$ cat src/hdl/rv32i_types.sv
package rv32i_types;

typedef logic [31:0] rv32i_word;
typedef logic [4:0]  rv32i_reg;

typedef enum logic [6:0] {
    op_lui   = 7'b0110111,
    op_auipc = 7'b0010111,
    op_jal   = 7'b1101111,
    op_jalr  = 7'b1100111,
    op_br    = 7'b1100011,
    op_load  = 7'b0000011,
    op_store = 7'b0100011,
    op_imm   = 7'b0010011,
    op_reg   = 7'b0110011
} rv32i_opcode;

typedef enum logic [2:0] {
    beq = 3'b000, bne = 3'b001, blt = 3'b100, bge = 3'b101, bltu = 3'b110, bgeu = 3'b111
} branch_funct3_t;

typedef enum logic [2:0] {
    lb = 3'b000, lh = 3'b001, lw = 3'b010, lbu = 3'b100, lhu = 3'b101
} load_funct3_t;

typedef enum logic [2:0] {
    sb = 3'b000, sh = 3'b001, sw = 3'b010
} store_funct3_t;

typedef enum logic [2:0] {
    add  = 3'b000, sll = 3'b001, slt = 3'b010, sltu = 3'b011,
    axor = 3'b100, sr  = 3'b101, aor = 3'b110, aand = 3'b111
} arith_funct3_t;

// field view of an instruction
typedef struct packed {
    logic [6:0]  funct7;
    rv32i_reg    rs2;
    rv32i_reg    rs1;
    logic [2:0]  funct3;
    rv32i_reg    rd;
    rv32i_opcode opcode;
} r_view_t;

// raw holds instr[31:7] for the immediates
typedef struct packed {
    logic [24:0] raw;
    rv32i_opcode opcode;
} imm_view_t;

typedef union packed {
    r_view_t   r_view;
    imm_view_t imm_view;
} rv32i_instr_u;

endpackage

$ cat src/hdl/ctrl_types.sv
package ctrl_types;

import rv32i_types::*;

localparam rv32i_word reset_pc = 32'h0000_0000;

typedef enum logic {alumux1_rs1_out, alumux1_pc_out} alumux1_sel_t;

typedef enum logic [2:0] {
    alumux2_i_imm, alumux2_u_imm, alumux2_b_imm, alumux2_s_imm, alumux2_j_imm, alumux2_rs2_out
} alumux2_sel_t;

typedef enum logic {cmpmux_rs2_out, cmpmux_i_imm} cmpmux_sel_t;

typedef enum logic [1:0] {
    pcmux_pc_plus4, pcmux_alu_out, pcmux_alu_mod2, pcmux_br
} pcmux_sel_t;

typedef enum logic [3:0] {
    regfilemux_alu_out, regfilemux_br_en, regfilemux_u_imm, regfilemux_lw, regfilemux_lh,
    regfilemux_lhu, regfilemux_lb, regfilemux_lbu, regfilemux_pc_plus4
} regfilemux_sel_t;

// encoding lines up with funct3 for sll, xor, srl, or, and
typedef enum logic [2:0] {
    alu_add, alu_sll, alu_sra, alu_sub, alu_xor, alu_srl, alu_or, alu_and
} alu_ops;

typedef struct packed {
    rv32i_opcode     opcode;
    alumux1_sel_t    alumux1_sel;
    alumux2_sel_t    alumux2_sel;
    cmpmux_sel_t     cmpmux_sel;
    pcmux_sel_t      pcmux_sel;
    regfilemux_sel_t regfilemux_sel;
    alu_ops          aluop;
    branch_funct3_t  cmpop;
    logic            d_read;
    logic            d_write;
    logic [3:0]      d_byte_enable;
    logic            regfile_wb;
    rv32i_reg        regfile_rd;
} rv32i_control_word;

endpackage

$ cat src/hdl/control_rom.sv
`timescale 1ns/100ps

module control_rom import rv32i_types::*, ctrl_types::*; (
    input  rv32i_opcode       opcode,
    input  logic [2:0]        funct3,
    input  logic [6:0]        funct7,
    input  rv32i_reg          rd,
    output rv32i_control_word ctrl
);

logic         alt;       // sub / sra variant
alumux2_sel_t arith_op2;
cmpmux_sel_t  arith_cmp;

assign alt       = (funct7 == 7'b0100000);
assign arith_op2 = (opcode == op_imm) ? alumux2_i_imm : alumux2_rs2_out;
assign arith_cmp = (opcode == op_imm) ? cmpmux_i_imm : cmpmux_rs2_out;

function automatic void use_alu(alumux1_sel_t sel1, alumux2_sel_t sel2, alu_ops op);
    ctrl.alumux1_sel = sel1;
    ctrl.alumux2_sel = sel2;
    ctrl.aluop       = op;
endfunction

function automatic void write_rd(regfilemux_sel_t sel);
    ctrl.regfile_wb     = 1'b1;
    ctrl.regfilemux_sel = sel;
endfunction

function automatic void set_arith(alu_ops op);
    use_alu(alumux1_rs1_out, arith_op2, op);
    write_rd(regfilemux_alu_out);
endfunction

// slt and sltu go through the comparator
function automatic void set_compare(branch_funct3_t op);
    ctrl.cmpmux_sel = arith_cmp;
    ctrl.cmpop      = op;
    write_rd(regfilemux_br_en);
endfunction

function automatic void load_as(regfilemux_sel_t sel);
    use_alu(alumux1_rs1_out, alumux2_i_imm, alu_add);
    ctrl.d_read = 1'b1;
    write_rd(sel);
endfunction

function automatic void store_as(logic [3:0] be);
    use_alu(alumux1_rs1_out, alumux2_s_imm, alu_add);
    ctrl.d_write       = 1'b1;
    ctrl.d_byte_enable = be;
endfunction

always_comb begin
    // safe word writes nothing and touches no memory
    ctrl.opcode         = opcode;
    ctrl.alumux1_sel    = alumux1_rs1_out;
    ctrl.alumux2_sel    = alumux2_i_imm;
    ctrl.cmpmux_sel     = cmpmux_rs2_out;
    ctrl.pcmux_sel      = pcmux_pc_plus4;
    ctrl.regfilemux_sel = regfilemux_alu_out;
    ctrl.aluop          = alu_ops'(funct3);
    ctrl.cmpop          = branch_funct3_t'(funct3);
    ctrl.d_read         = 1'b0;
    ctrl.d_write        = 1'b0;
    ctrl.d_byte_enable  = 4'b0000;
    ctrl.regfile_wb     = 1'b0;
    ctrl.regfile_rd     = rd;

    case (opcode)
        op_lui:   write_rd(regfilemux_u_imm);
        op_auipc: begin
            use_alu(alumux1_pc_out, alumux2_u_imm, alu_add);
            write_rd(regfilemux_alu_out);
        end
        op_jal: begin
            use_alu(alumux1_pc_out, alumux2_j_imm, alu_add);
            ctrl.pcmux_sel = pcmux_alu_out;
            write_rd(regfilemux_pc_plus4);
        end
        op_jalr: begin
            use_alu(alumux1_rs1_out, alumux2_i_imm, alu_add);
            ctrl.pcmux_sel = pcmux_alu_mod2;
            write_rd(regfilemux_pc_plus4);
        end
        op_br: begin
            use_alu(alumux1_pc_out, alumux2_b_imm, alu_add);  // alu forms the target
            ctrl.pcmux_sel = pcmux_br;
        end
        op_load: begin
            case (load_funct3_t'(funct3))
                lb:      load_as(regfilemux_lb);
                lh:      load_as(regfilemux_lh);
                lw:      load_as(regfilemux_lw);
                lbu:     load_as(regfilemux_lbu);
                lhu:     load_as(regfilemux_lhu);
                default: ;
            endcase
        end
        op_store: begin
            case (store_funct3_t'(funct3))
                sb:      store_as(4'b0001);
                sh:      store_as(4'b0011);
                sw:      store_as(4'b1111);
                default: ;
            endcase
        end
        op_imm, op_reg: begin
            case (arith_funct3_t'(funct3))
                slt:     set_compare(blt);
                sltu:    set_compare(bltu);
                add:     set_arith((alt && opcode == op_reg) ? alu_sub : alu_add);  // no subi
                sr:      set_arith(alt ? alu_sra : alu_srl);
                default: set_arith(alu_ops'(funct3));
            endcase
        end
        default: ;
    endcase
end

endmodule

$ cat src/hdl/core_sequencer.sv
`timescale 1ns/100ps

module core_sequencer import rv32i_types::*, ctrl_types::*; (
    input  logic              clk,
    input  logic              rst_n,
    input  logic              instr_valid,
    input  rv32i_word         instr,
    input  rv32i_word         pc,
    output logic              instr_take,
    output logic              redirect,
    output rv32i_word         target,
    output rv32i_control_word ctrl,
    output rv32i_reg          rs1_addr,
    output rv32i_reg          rs2_addr,
    input  rv32i_word         rs1_data,
    input  rv32i_word         rs2_data,
    output rv32i_word         alu_a,
    output rv32i_word         alu_b,
    output rv32i_word         cmp_b,
    input  rv32i_word         alu_out,
    input  logic              br_en,
    output logic              lsu_start,
    input  logic              lsu_done,
    input  rv32i_word         lsu_load_data,
    output logic              rf_we,
    output rv32i_reg          rf_waddr,
    output rv32i_word         rf_wdata
);

typedef enum logic [1:0] {s_fetch, s_exec, s_wb} state_t;

state_t       state;
rv32i_instr_u ir;
rv32i_word    pc_q, pc_plus4, wb_data;
rv32i_word    i_imm, s_imm, b_imm, u_imm, j_imm;
logic         exec_first;  // first exec cycle kicks off the lsu
logic         is_mem;

control_rom rom (
    .opcode(ir.r_view.opcode), .funct3(ir.r_view.funct3), .funct7(ir.r_view.funct7),
    .rd(ir.r_view.rd), .ctrl(ctrl)
);

assign rs1_addr = ir.r_view.rs1;
assign rs2_addr = ir.r_view.rs2;
assign pc_plus4 = pc_q + 32'd4;

// raw bit n is instr bit n+7
assign i_imm = {{21{ir.imm_view.raw[24]}}, ir.imm_view.raw[23:13]};
assign s_imm = {{21{ir.imm_view.raw[24]}}, ir.imm_view.raw[23:18], ir.imm_view.raw[4:0]};
assign b_imm = {{20{ir.imm_view.raw[24]}}, ir.imm_view.raw[0], ir.imm_view.raw[23:18],
                ir.imm_view.raw[4:1], 1'b0};
assign u_imm = {ir.imm_view.raw[24:5], 12'h000};
assign j_imm = {{12{ir.imm_view.raw[24]}}, ir.imm_view.raw[12:5], ir.imm_view.raw[13],
                ir.imm_view.raw[23:14], 1'b0};

assign alu_a = (ctrl.alumux1_sel == alumux1_pc_out) ? pc_q : rs1_data;
assign cmp_b = (ctrl.cmpmux_sel == cmpmux_i_imm) ? i_imm : rs2_data;

always_comb begin
    case (ctrl.alumux2_sel)
        alumux2_i_imm: alu_b = i_imm;
        alumux2_u_imm: alu_b = u_imm;
        alumux2_b_imm: alu_b = b_imm;
        alumux2_s_imm: alu_b = s_imm;
        alumux2_j_imm: alu_b = j_imm;
        default:       alu_b = rs2_data;
    endcase
end

always_comb begin
    case (ctrl.regfilemux_sel)
        regfilemux_alu_out:  wb_data = alu_out;
        regfilemux_br_en:    wb_data = {31'h0, br_en};
        regfilemux_u_imm:    wb_data = u_imm;
        regfilemux_pc_plus4: wb_data = pc_plus4;
        default:             wb_data = lsu_load_data;  // any load
    endcase
end

always_comb begin
    case (ctrl.pcmux_sel)
        pcmux_alu_out:  target = alu_out;
        pcmux_alu_mod2: target = {alu_out[31:1], 1'b0};
        pcmux_br:       target = br_en ? alu_out : pc_plus4;
        default:        target = pc_plus4;
    endcase
end

assign is_mem     = ctrl.d_read | ctrl.d_write;
assign instr_take = (state == s_fetch) && instr_valid;
assign lsu_start  = exec_first && is_mem;
assign redirect   = (state == s_wb) && (target != pc_plus4);  // sequential flow keeps prefetch

// every instruction retires and non-writers show up as x0
assign rf_we    = (state == s_wb);
assign rf_waddr = ctrl.regfile_wb ? ctrl.regfile_rd : '0;
assign rf_wdata = (rf_waddr == '0) ? '0 : wb_data;

always_ff @(posedge clk) begin
    if (!rst_n) begin
        state      <= s_fetch;
        exec_first <= 1'b0;
    end else begin
        exec_first <= instr_take;
        case (state)
            s_fetch: if (instr_valid) state <= s_exec;
            s_exec:  if (!is_mem || lsu_done) state <= s_wb;
            default: state <= s_fetch;
        endcase
    end
end

always_ff @(posedge clk) begin
    if (instr_take) begin
        ir   <= instr;
        pc_q <= pc;  // fetch pc moves on with the prefetch
    end
end

endmodule

$ cat src/hdl/execute_unit.sv
`timescale 1ns/100ps

module execute_unit import rv32i_types::*, ctrl_types::*; (
    input  alu_ops         aluop,
    input  branch_funct3_t cmpop,
    input  rv32i_word      a,
    input  rv32i_word      b,
    input  rv32i_word      cmp_a,
    input  rv32i_word      cmp_b,
    output rv32i_word      alu_out,
    output logic           br_en
);

always_comb begin
    case (aluop)
        alu_add: alu_out = a + b;
        alu_sll: alu_out = a << b[4:0];
        alu_sra: alu_out = $signed(a) >>> b[4:0];
        alu_sub: alu_out = a - b;
        alu_xor: alu_out = a ^ b;
        alu_srl: alu_out = a >> b[4:0];
        alu_or:  alu_out = a | b;
        alu_and: alu_out = a & b;
    endcase
end

// also serves slt / sltu through blt / bltu
always_comb begin
    case (cmpop)
        beq:     br_en = (cmp_a == cmp_b);
        bne:     br_en = (cmp_a != cmp_b);
        blt:     br_en = ($signed(cmp_a) < $signed(cmp_b));
        bge:     br_en = ($signed(cmp_a) >= $signed(cmp_b));
        bltu:    br_en = (cmp_a < cmp_b);
        bgeu:    br_en = (cmp_a >= cmp_b);
        default: br_en = 1'b0;
    endcase
end

endmodule

$ cat src/hdl/fetch_unit.sv
`timescale 1ns/100ps

module fetch_unit import rv32i_types::*, ctrl_types::*; (
    input  logic      clk,
    input  logic      rst_n,
    input  logic      redirect,
    input  rv32i_word target,
    input  logic      instr_take,
    output logic      instr_valid,
    output rv32i_word instr,
    output rv32i_word pc,
    output logic      req,
    output rv32i_word addr,
    input  logic      ready,
    input  rv32i_word rdata
);

rv32i_word fetch_pc;  // next address to fetch
logic      busy;      // request on the bus
logic      stale;     // in-flight response is from the old path

assign req = busy;

always_ff @(posedge clk) begin
    if (!rst_n) begin
        fetch_pc    <= reset_pc;
        busy        <= 1'b0;
        stale       <= 1'b0;
        instr_valid <= 1'b0;
    end else begin
        if (instr_take) begin
            instr_valid <= 1'b0;
        end
        if (busy && ready) begin
            busy  <= 1'b0;
            stale <= 1'b0;
            if (!stale && !redirect) begin
                instr_valid <= 1'b1;
                instr       <= rdata;
                pc          <= addr;
                fetch_pc    <= addr + 32'd4;
            end
        end else if (!busy && (!instr_valid || instr_take) && !redirect) begin
            busy <= 1'b1;  // prefetch starts as soon as the buffer frees up
            addr <= fetch_pc;
        end
        if (redirect) begin
            fetch_pc    <= target;
            instr_valid <= 1'b0;
            stale       <= busy && !ready;
        end
    end
end

endmodule

$ cat src/hdl/load_store_unit.sv
`timescale 1ns/100ps

module load_store_unit import rv32i_types::*, ctrl_types::*; (
    input  logic              clk,
    input  logic              rst_n,
    input  logic              start,
    input  rv32i_control_word ctrl,
    input  rv32i_word         addr,
    input  rv32i_word         store_data,
    output logic              done,
    output rv32i_word         load_data,
    output logic              req,
    output rv32i_word         bus_addr,
    output logic              we,
    output logic [3:0]        be,
    output rv32i_word         wdata,
    input  logic              ready,
    input  rv32i_word         rdata
);

logic            busy;
logic [1:0]      offset;   // byte lane of the access
regfilemux_sel_t ext_sel;  // extension kind for loads
rv32i_word       lane;

assign req  = busy;
assign done = busy & ready;
assign lane = rdata >> {offset, 3'b000};

always_ff @(posedge clk) begin
    if (!rst_n) begin
        busy <= 1'b0;
    end else if (start) begin
        busy     <= 1'b1;
        offset   <= addr[1:0];
        ext_sel  <= ctrl.regfilemux_sel;
        bus_addr <= {addr[31:2], 2'b00};
        we       <= ctrl.d_write;
        be       <= ctrl.d_byte_enable << addr[1:0];
        wdata    <= store_data << {addr[1:0], 3'b000};
    end else if (done) begin
        busy <= 1'b0;
    end
end

// held through writeback
always_ff @(posedge clk) begin
    if (done) begin
        case (ext_sel)
            regfilemux_lb:  load_data <= {{24{lane[7]}}, lane[7:0]};
            regfilemux_lbu: load_data <= {24'h0, lane[7:0]};
            regfilemux_lh:  load_data <= {{16{lane[15]}}, lane[15:0]};
            regfilemux_lhu: load_data <= {16'h0, lane[15:0]};
            default:        load_data <= rdata;
        endcase
    end
end

endmodule

$ cat src/hdl/mem_arbiter.sv
`timescale 1ns/100ps

module mem_arbiter import rv32i_types::*; (
    input  logic       clk,
    input  logic       rst_n,
    input  logic       d_req,
    input  logic       d_we,
    input  rv32i_word  d_addr,
    input  logic [3:0] d_be,
    input  rv32i_word  d_wdata,
    output logic       d_ready,
    input  logic       i_req,
    input  logic       i_we,
    input  rv32i_word  i_addr,
    input  logic [3:0] i_be,
    input  rv32i_word  i_wdata,
    output logic       i_ready,
    output logic       mem_req,
    output logic       mem_we,
    output rv32i_word  mem_addr,
    output logic [3:0] mem_be,
    output rv32i_word  mem_wdata,
    input  logic       mem_ready
);

logic locked;   // access on the bus holds the grant
logic lock_d;
logic grant_d;

assign grant_d   = locked ? lock_d : d_req;  // data wins when free
assign mem_req   = grant_d ? d_req : i_req;
assign mem_we    = grant_d ? d_we : i_we;
assign mem_addr  = grant_d ? d_addr : i_addr;
assign mem_be    = grant_d ? d_be : i_be;
assign mem_wdata = grant_d ? d_wdata : i_wdata;
assign d_ready   = grant_d & d_req & mem_ready;
assign i_ready   = ~grant_d & i_req & mem_ready;

always_ff @(posedge clk) begin
    if (!rst_n) begin
        locked <= 1'b0;
        lock_d <= 1'b0;
    end else if (mem_req && !mem_ready) begin
        locked <= 1'b1;
        lock_d <= grant_d;
    end else begin
        locked <= 1'b0;
    end
end

endmodule

$ cat src/hdl/regfile.sv
`timescale 1ns/100ps

module regfile import rv32i_types::*; (
    input  logic      clk,
    input  logic      rst_n,
    input  logic      we,
    input  rv32i_reg  waddr,
    input  rv32i_word wdata,
    input  rv32i_reg  raddr1,
    input  rv32i_reg  raddr2,
    output rv32i_word rdata1,
    output rv32i_word rdata2
);

rv32i_word regs [32];

always_ff @(posedge clk) begin
    if (rst_n && we && waddr != '0) begin
        regs[waddr] <= wdata;  // x0 never stored
    end
end

assign rdata1 = (raddr1 == '0) ? '0 : regs[raddr1];
assign rdata2 = (raddr2 == '0) ? '0 : regs[raddr2];

endmodule

$ cat src/hdl/rv32i_core.sv
`timescale 1ns/100ps

module rv32i_core import rv32i_types::*, ctrl_types::*; (
    input  logic       clk,
    input  logic       rst_n,
    output logic       mem_req,
    output logic       mem_we,
    output rv32i_word  mem_addr,
    output logic [3:0] mem_be,
    output rv32i_word  mem_wdata,
    input  rv32i_word  mem_rdata,
    input  logic       mem_ready,
    output logic       retire_valid,
    output rv32i_reg   retire_rd,
    output rv32i_word  retire_data
);

// fetch side
logic              instr_valid, instr_take, redirect;
rv32i_word         instr, instr_pc, target;
// decode and execute
rv32i_control_word ctrl;
rv32i_reg          rs1_addr, rs2_addr;
rv32i_word         rs1_data, rs2_data, alu_a, alu_b, cmp_b, alu_out;
logic              br_en;
// load/store and bus requesters
logic              lsu_start, lsu_done;
rv32i_word         lsu_load_data;
logic              i_req, i_ready, d_req, d_we, d_ready;
rv32i_word         i_addr, d_addr, d_wdata;
logic [3:0]        d_be;

core_sequencer sequencer (
    .clk, .rst_n, .instr_valid, .instr, .pc(instr_pc), .instr_take, .redirect, .target,
    .ctrl, .rs1_addr, .rs2_addr, .rs1_data, .rs2_data, .alu_a, .alu_b, .cmp_b,
    .alu_out, .br_en, .lsu_start, .lsu_done, .lsu_load_data,
    .rf_we(retire_valid), .rf_waddr(retire_rd), .rf_wdata(retire_data)
);

// retire trace is the write port itself
regfile regs (
    .clk, .rst_n, .we(retire_valid), .waddr(retire_rd), .wdata(retire_data),
    .raddr1(rs1_addr), .raddr2(rs2_addr), .rdata1(rs1_data), .rdata2(rs2_data)
);

execute_unit exu (
    .aluop(ctrl.aluop), .cmpop(ctrl.cmpop), .a(alu_a), .b(alu_b),
    .cmp_a(rs1_data), .cmp_b, .alu_out, .br_en
);

fetch_unit ifu (
    .clk, .rst_n, .redirect, .target, .instr_take, .instr_valid, .instr, .pc(instr_pc),
    .req(i_req), .addr(i_addr), .ready(i_ready), .rdata(mem_rdata)
);

load_store_unit lsu (
    .clk, .rst_n, .start(lsu_start), .ctrl, .addr(alu_out), .store_data(rs2_data),
    .done(lsu_done), .load_data(lsu_load_data), .req(d_req), .bus_addr(d_addr),
    .we(d_we), .be(d_be), .wdata(d_wdata), .ready(d_ready), .rdata(mem_rdata)
);

// fetch only ever reads whole words
mem_arbiter arb (
    .clk, .rst_n,
    .d_req, .d_we, .d_addr, .d_be, .d_wdata, .d_ready,
    .i_req, .i_we(1'b0), .i_addr, .i_be(4'b1111), .i_wdata(32'h0), .i_ready,
    .mem_req, .mem_we, .mem_addr, .mem_be, .mem_wdata, .mem_ready
);

endmodule

$ cat config.mk
export PLATFORM = sky130hd
export DESIGN_NAME = rv32i_core
export DESIGN_NICKNAME = d
export VERILOG_FILES = /design/src/hdl/rv32i_types.sv /design/src/hdl/ctrl_types.sv /design/src/hdl/control_rom.sv /design/src/hdl/core_sequencer.sv /design/src/hdl/execute_unit.sv /design/src/hdl/fetch_unit.sv /design/src/hdl/load_store_unit.sv /design/src/hdl/mem_arbiter.sv /design/src/hdl/regfile.sv /design/src/hdl/rv32i_core.sv
export SDC_FILE = /design/constraint.sdc
export NUM_CORES = 2
export LEC_CHECK = 0
export ABC_AREA = 0
export BUFFER_PORTS_ARGS = -buffer_cell sky130_fd_sc_hd__buf_2
export CORE_MARGIN = 1
export CORE_UTILIZATION = 35
export CTS_BUF_LIST = sky130_fd_sc_hd__clkbuf_8
export DETAILED_ROUTE_END_ITERATION = 16
export SETUP_SLACK_MARGIN = 0.15
export SYNTH_ARGS = -nofsm -noshare
export SYNTH_HDL_FRONTEND = slang
export SYNTH_SLANG_ARGS = --single-unit
$ cat constraint.sdc
create_clock -name clk -period 17.2 [get_ports clk]
set_input_delay 1.72 -clock clk [delete_from_list [all_inputs] [get_ports clk]]
set_output_delay 1.72 -clock clk [all_outputs]
set_load 0.03 [all_outputs]
==> impl_results.md <==
* Outcome: finished clean
* Kind of critical path: register to output port
* Core area at 207900 um^2
* Via count at 55870
* Reg clk slew, reported paths at 70 ps
* Setup TNS at 0 ps
* Worst IR drop on VDD at 0.00006671 V
* Nets@finish at 6058
* Post-DP HPWL at 205200 um
* Total net switching power at 2.676 mW
* Routed Antenna Nets at 0
* Fillers at 19510
* Synth async-reset ratio at 0
* Yosys warning total at 0
* Post-route minimum period at 13210 ps
* Clk pwr share at 0.326
* PwrDens at 99.42 nW/um^2
* Root Driver: clkbuf_8
* GR Util All Layers at 0.2857
* Fin Clk Skew at 114.8 ps
* Vias in the first global route at 53580
* Vias/cell at 6.300
* First-pass GRT wire length at 424600 um
* Layout area overhead at 12.69%
* Hold slack at 352.2 ps
* Mapped cell area at 73490 um^2
* TritonCTS Sinks at 1340
* Largest stage delay, worst path at 970 ps
* Max-cap viol count at 0
* Buf+Inv Stages, Crit Path at 4
* Switching part of the total at 0.3250
* Tcrit/Tclk final at 0.7679
* Lkg Pwr at 29.77 nW
* Required time of the critical path at 15480 ps
* Longest Clk Path Bufs at 3
* Number of synthesized flops with an enable pin at 1289
* Mapped Cells at 5646
* GR Overflow Total at 0
* Gate power share at 0.225
* Setup-failing EPs final at 0
* Routability congestion estimate at 1.017
* Num rows at 167
* Final Routed Wirelength at 309900 um
* Fin cells at 8869
* Initial antenna violation count at 23
* Fin. Hold Viols at 0
* CP max stage cell: nor2_2
* Die H at 460.2 um
* Hold Crit Class: register to register
* Worst slew pin tran at 1393 ps
* Crit path DAT at 11490 ps
* Max-slew headroom at 0.07012
* Reg power frac at 0.449
* Drt initial violations at 7877
* Register area share after synthesis at 0.5406
* Max Fclk at 75.71 MHz
* Yosys reg bits at 1340
* Avg Inst Size Synth at 13.02 um^2
* Hold-fix buffers, CTS at 0
* Startpoint types: register
* Post-CTS sizing at 0
* Number of H-tree branching levels at 4
* DIE WIDTH at 460.2 um
* Largest net degree at the start of global routing at 140
* Max FO, Critical Path at 124
* Wire per inst at 34.94 um
* Starting Density at 0.3535
* First drt pass iteration count at 8
* Cell Int Power at 5.558 mW
* Final WS setup at 3993 ps
* IO buf count at 142
* Placed Instances at 8452
* RSZ-0062 raised after global routing: no
* Clock tree from TritonCTS: done
* Post-route DRC at 0
* Cell family with most CP delay: compound AO/OA/AOI/OAI gates
* Share of layout cells above drive strength 1 at 0.1998
* Netlist cell types at 97
* Hold path start: ifu.fetch_pc[20]
* Post-Place Worst Slack at 5373 ps
* IO Pins at 143
* Full die area at 211800 um^2
* Post CTS Setup Buffer Count at 0
* CP Capture Type: output port
* CTS buffer count at 222
* Clk_lat worst skew at 1040 ps
* Max-slew violations at 0
* Top_reg_cell synth: edfxtp_1
==> stage by stage <==
stage	cell area, um^2	power (mW)	utilization
after floorplan	73610	4.772	-
after global placement	78630	5.539	0.3782
after detailed placement	78630	5.540	0.3782
after CTS	82770	8.194	0.3981
after global routing	82800	8.447	0.3983
final	82820	8.234	0.3983
==> kinds of logic after synthesis <==
logic type / synth area share
AO/OA/AOI/OAI: 0.1174
multiplexers: 0.1998
flip-flops: 0.5406
adder cells (fa/ha/maj): 0.02275
AND/OR/NAND/NOR: 0.07506
other: 0.00005103
XOR/XNOR: 0.01454
buffers and inverters: 0.02990
==> synthesized netlist by cell type, types with 49 or more instances <==
cell type / n / area, um^2
dfxtp_1: 51 / 1021
buf_2: 99 / 495.5
inv_1: 110 / 412.9
a21oi_1: 326 / 1632
nor2_1: 298 / 1119
nand3_1: 78 / 390.4
mux4_2: 273 / 6148
a221oi_1: 51 / 446.7
o211ai_1: 52 / 390.4
nand2_1: 367 / 1378
ha_1: 132 / 1652
nor2b_1: 79 / 494.2
mux2i_1: 736 / 7367
clkbuf_1: 218 / 818.3
and2_1: 60 / 375.4
o21ai_0: 196 / 980.9
nor4_1: 49 / 306.5
edfxtp_1: 1289 / 38710
a22oi_1: 271 / 2034
xnor2_1: 78 / 683.2
mux2_2: 99 / 1115
==> flip-flops by register name (all words and copies together) (netlist names), 4 cells and up, named ones only <==
name	cells
ifu.addr	32
ifu.fetch_pc	32
ifu.instr	32
ifu.pc	32
lsu.be	4
lsu.bus_addr	30
lsu.ext_sel	4
lsu.load_data	32
lsu.wdata	32
regs.regs	1024
sequencer.ir	32
sequencer.pc_q	32
==> metal layers <==
layer  track usage  share of wire  vias to the layer above
met2        0.4326           0.44                     3699
met5             0        0.00018                        -
met3       0.06748           0.10                      825
li1              -              -                    22860
met4        0.1621          0.065                       10
met1        0.3746           0.39                    28480
==> power groups by stage <==
stage	Clock (mW)	Sequential, mW	Combinational [mW]
finish	2.68	3.70	1.85
floorplan	0	3.72	1.05
detailed placement	0	3.76	1.78
global route	2.85	3.70	1.90
CTS	2.72	3.69	1.78
global placement	0	3.76	1.78
==> worst reg2reg max path, delay by kind of cell (launching register included) <==
family	cells	cell delay (ps)
flip-flops	1	940
AO/OA/AOI/OAI	11	3370
XOR/XNOR	1	120
adder cells (fa/ha/maj)	1	380
AND/OR/NAND/NOR	7	2280
multiplexers	5	1620
buffers and inverters	4	2660
==> layout by cell type, fill, tap and decap left out, types with 28 or more instances in the layout <==
cell type	count
o211ai_1	52
and2_1	60
nand3_1	78
buf_4	229
nor2b_1	75
nor2_1	242
dfxtp_1	44
o21ai_0	196
a31oi_1	43
xor2_1	44
a22oi_1	271
buf_2	142
mux4_2	273
nor3_1	42
a21oi_1	313
nand2_1	365
edfxtp_1	1289
a211oi_1	28
o22ai_1	33
nor2_4	33
clkbuf_8	234
clkinv_1	59
mux2i_1	735
xnor2_1	78
mux2_2	99
nand4_1	38
a221oi_1	50
clkinv_2	30
a21o_1	45
nor4_1	30
ha_1	132
inv_1	171
conb_1	32
==> layout make-up <==
| type | count | area (um^2) | area share |
|---|---|---|---|
| clock buffer | 234 | 3221 | 0.03889 |
| tap | 2788 | 3488 | 0.04212 |
| antenna | 11 | 27.53 | 0.0003324 |
| sequential | 1340 | 39750 | 0.4800 |
| timing repair buffer | 377 | 2537 | 0.03064 |
| clock inverter | 170 | 924.6 | 0.01116 |
| multi-input combinational | 3832 | 32430 | 0.3916 |
| inverter | 117 | 440.4 | 0.005318 |
==> worst paths after layout <==
path | end | depth (start not counted) | slack, ps
worst max-delay path | retire_data[28] | 26 | 3990
worst min-delay path | ifu.addr[20] | 0 | 350
worst max register to register | ifu.addr[15] | 29 | 5440
worst min register to register | ifu.addr[20] | 0 | 350
(Power assumes the default switching activity.)
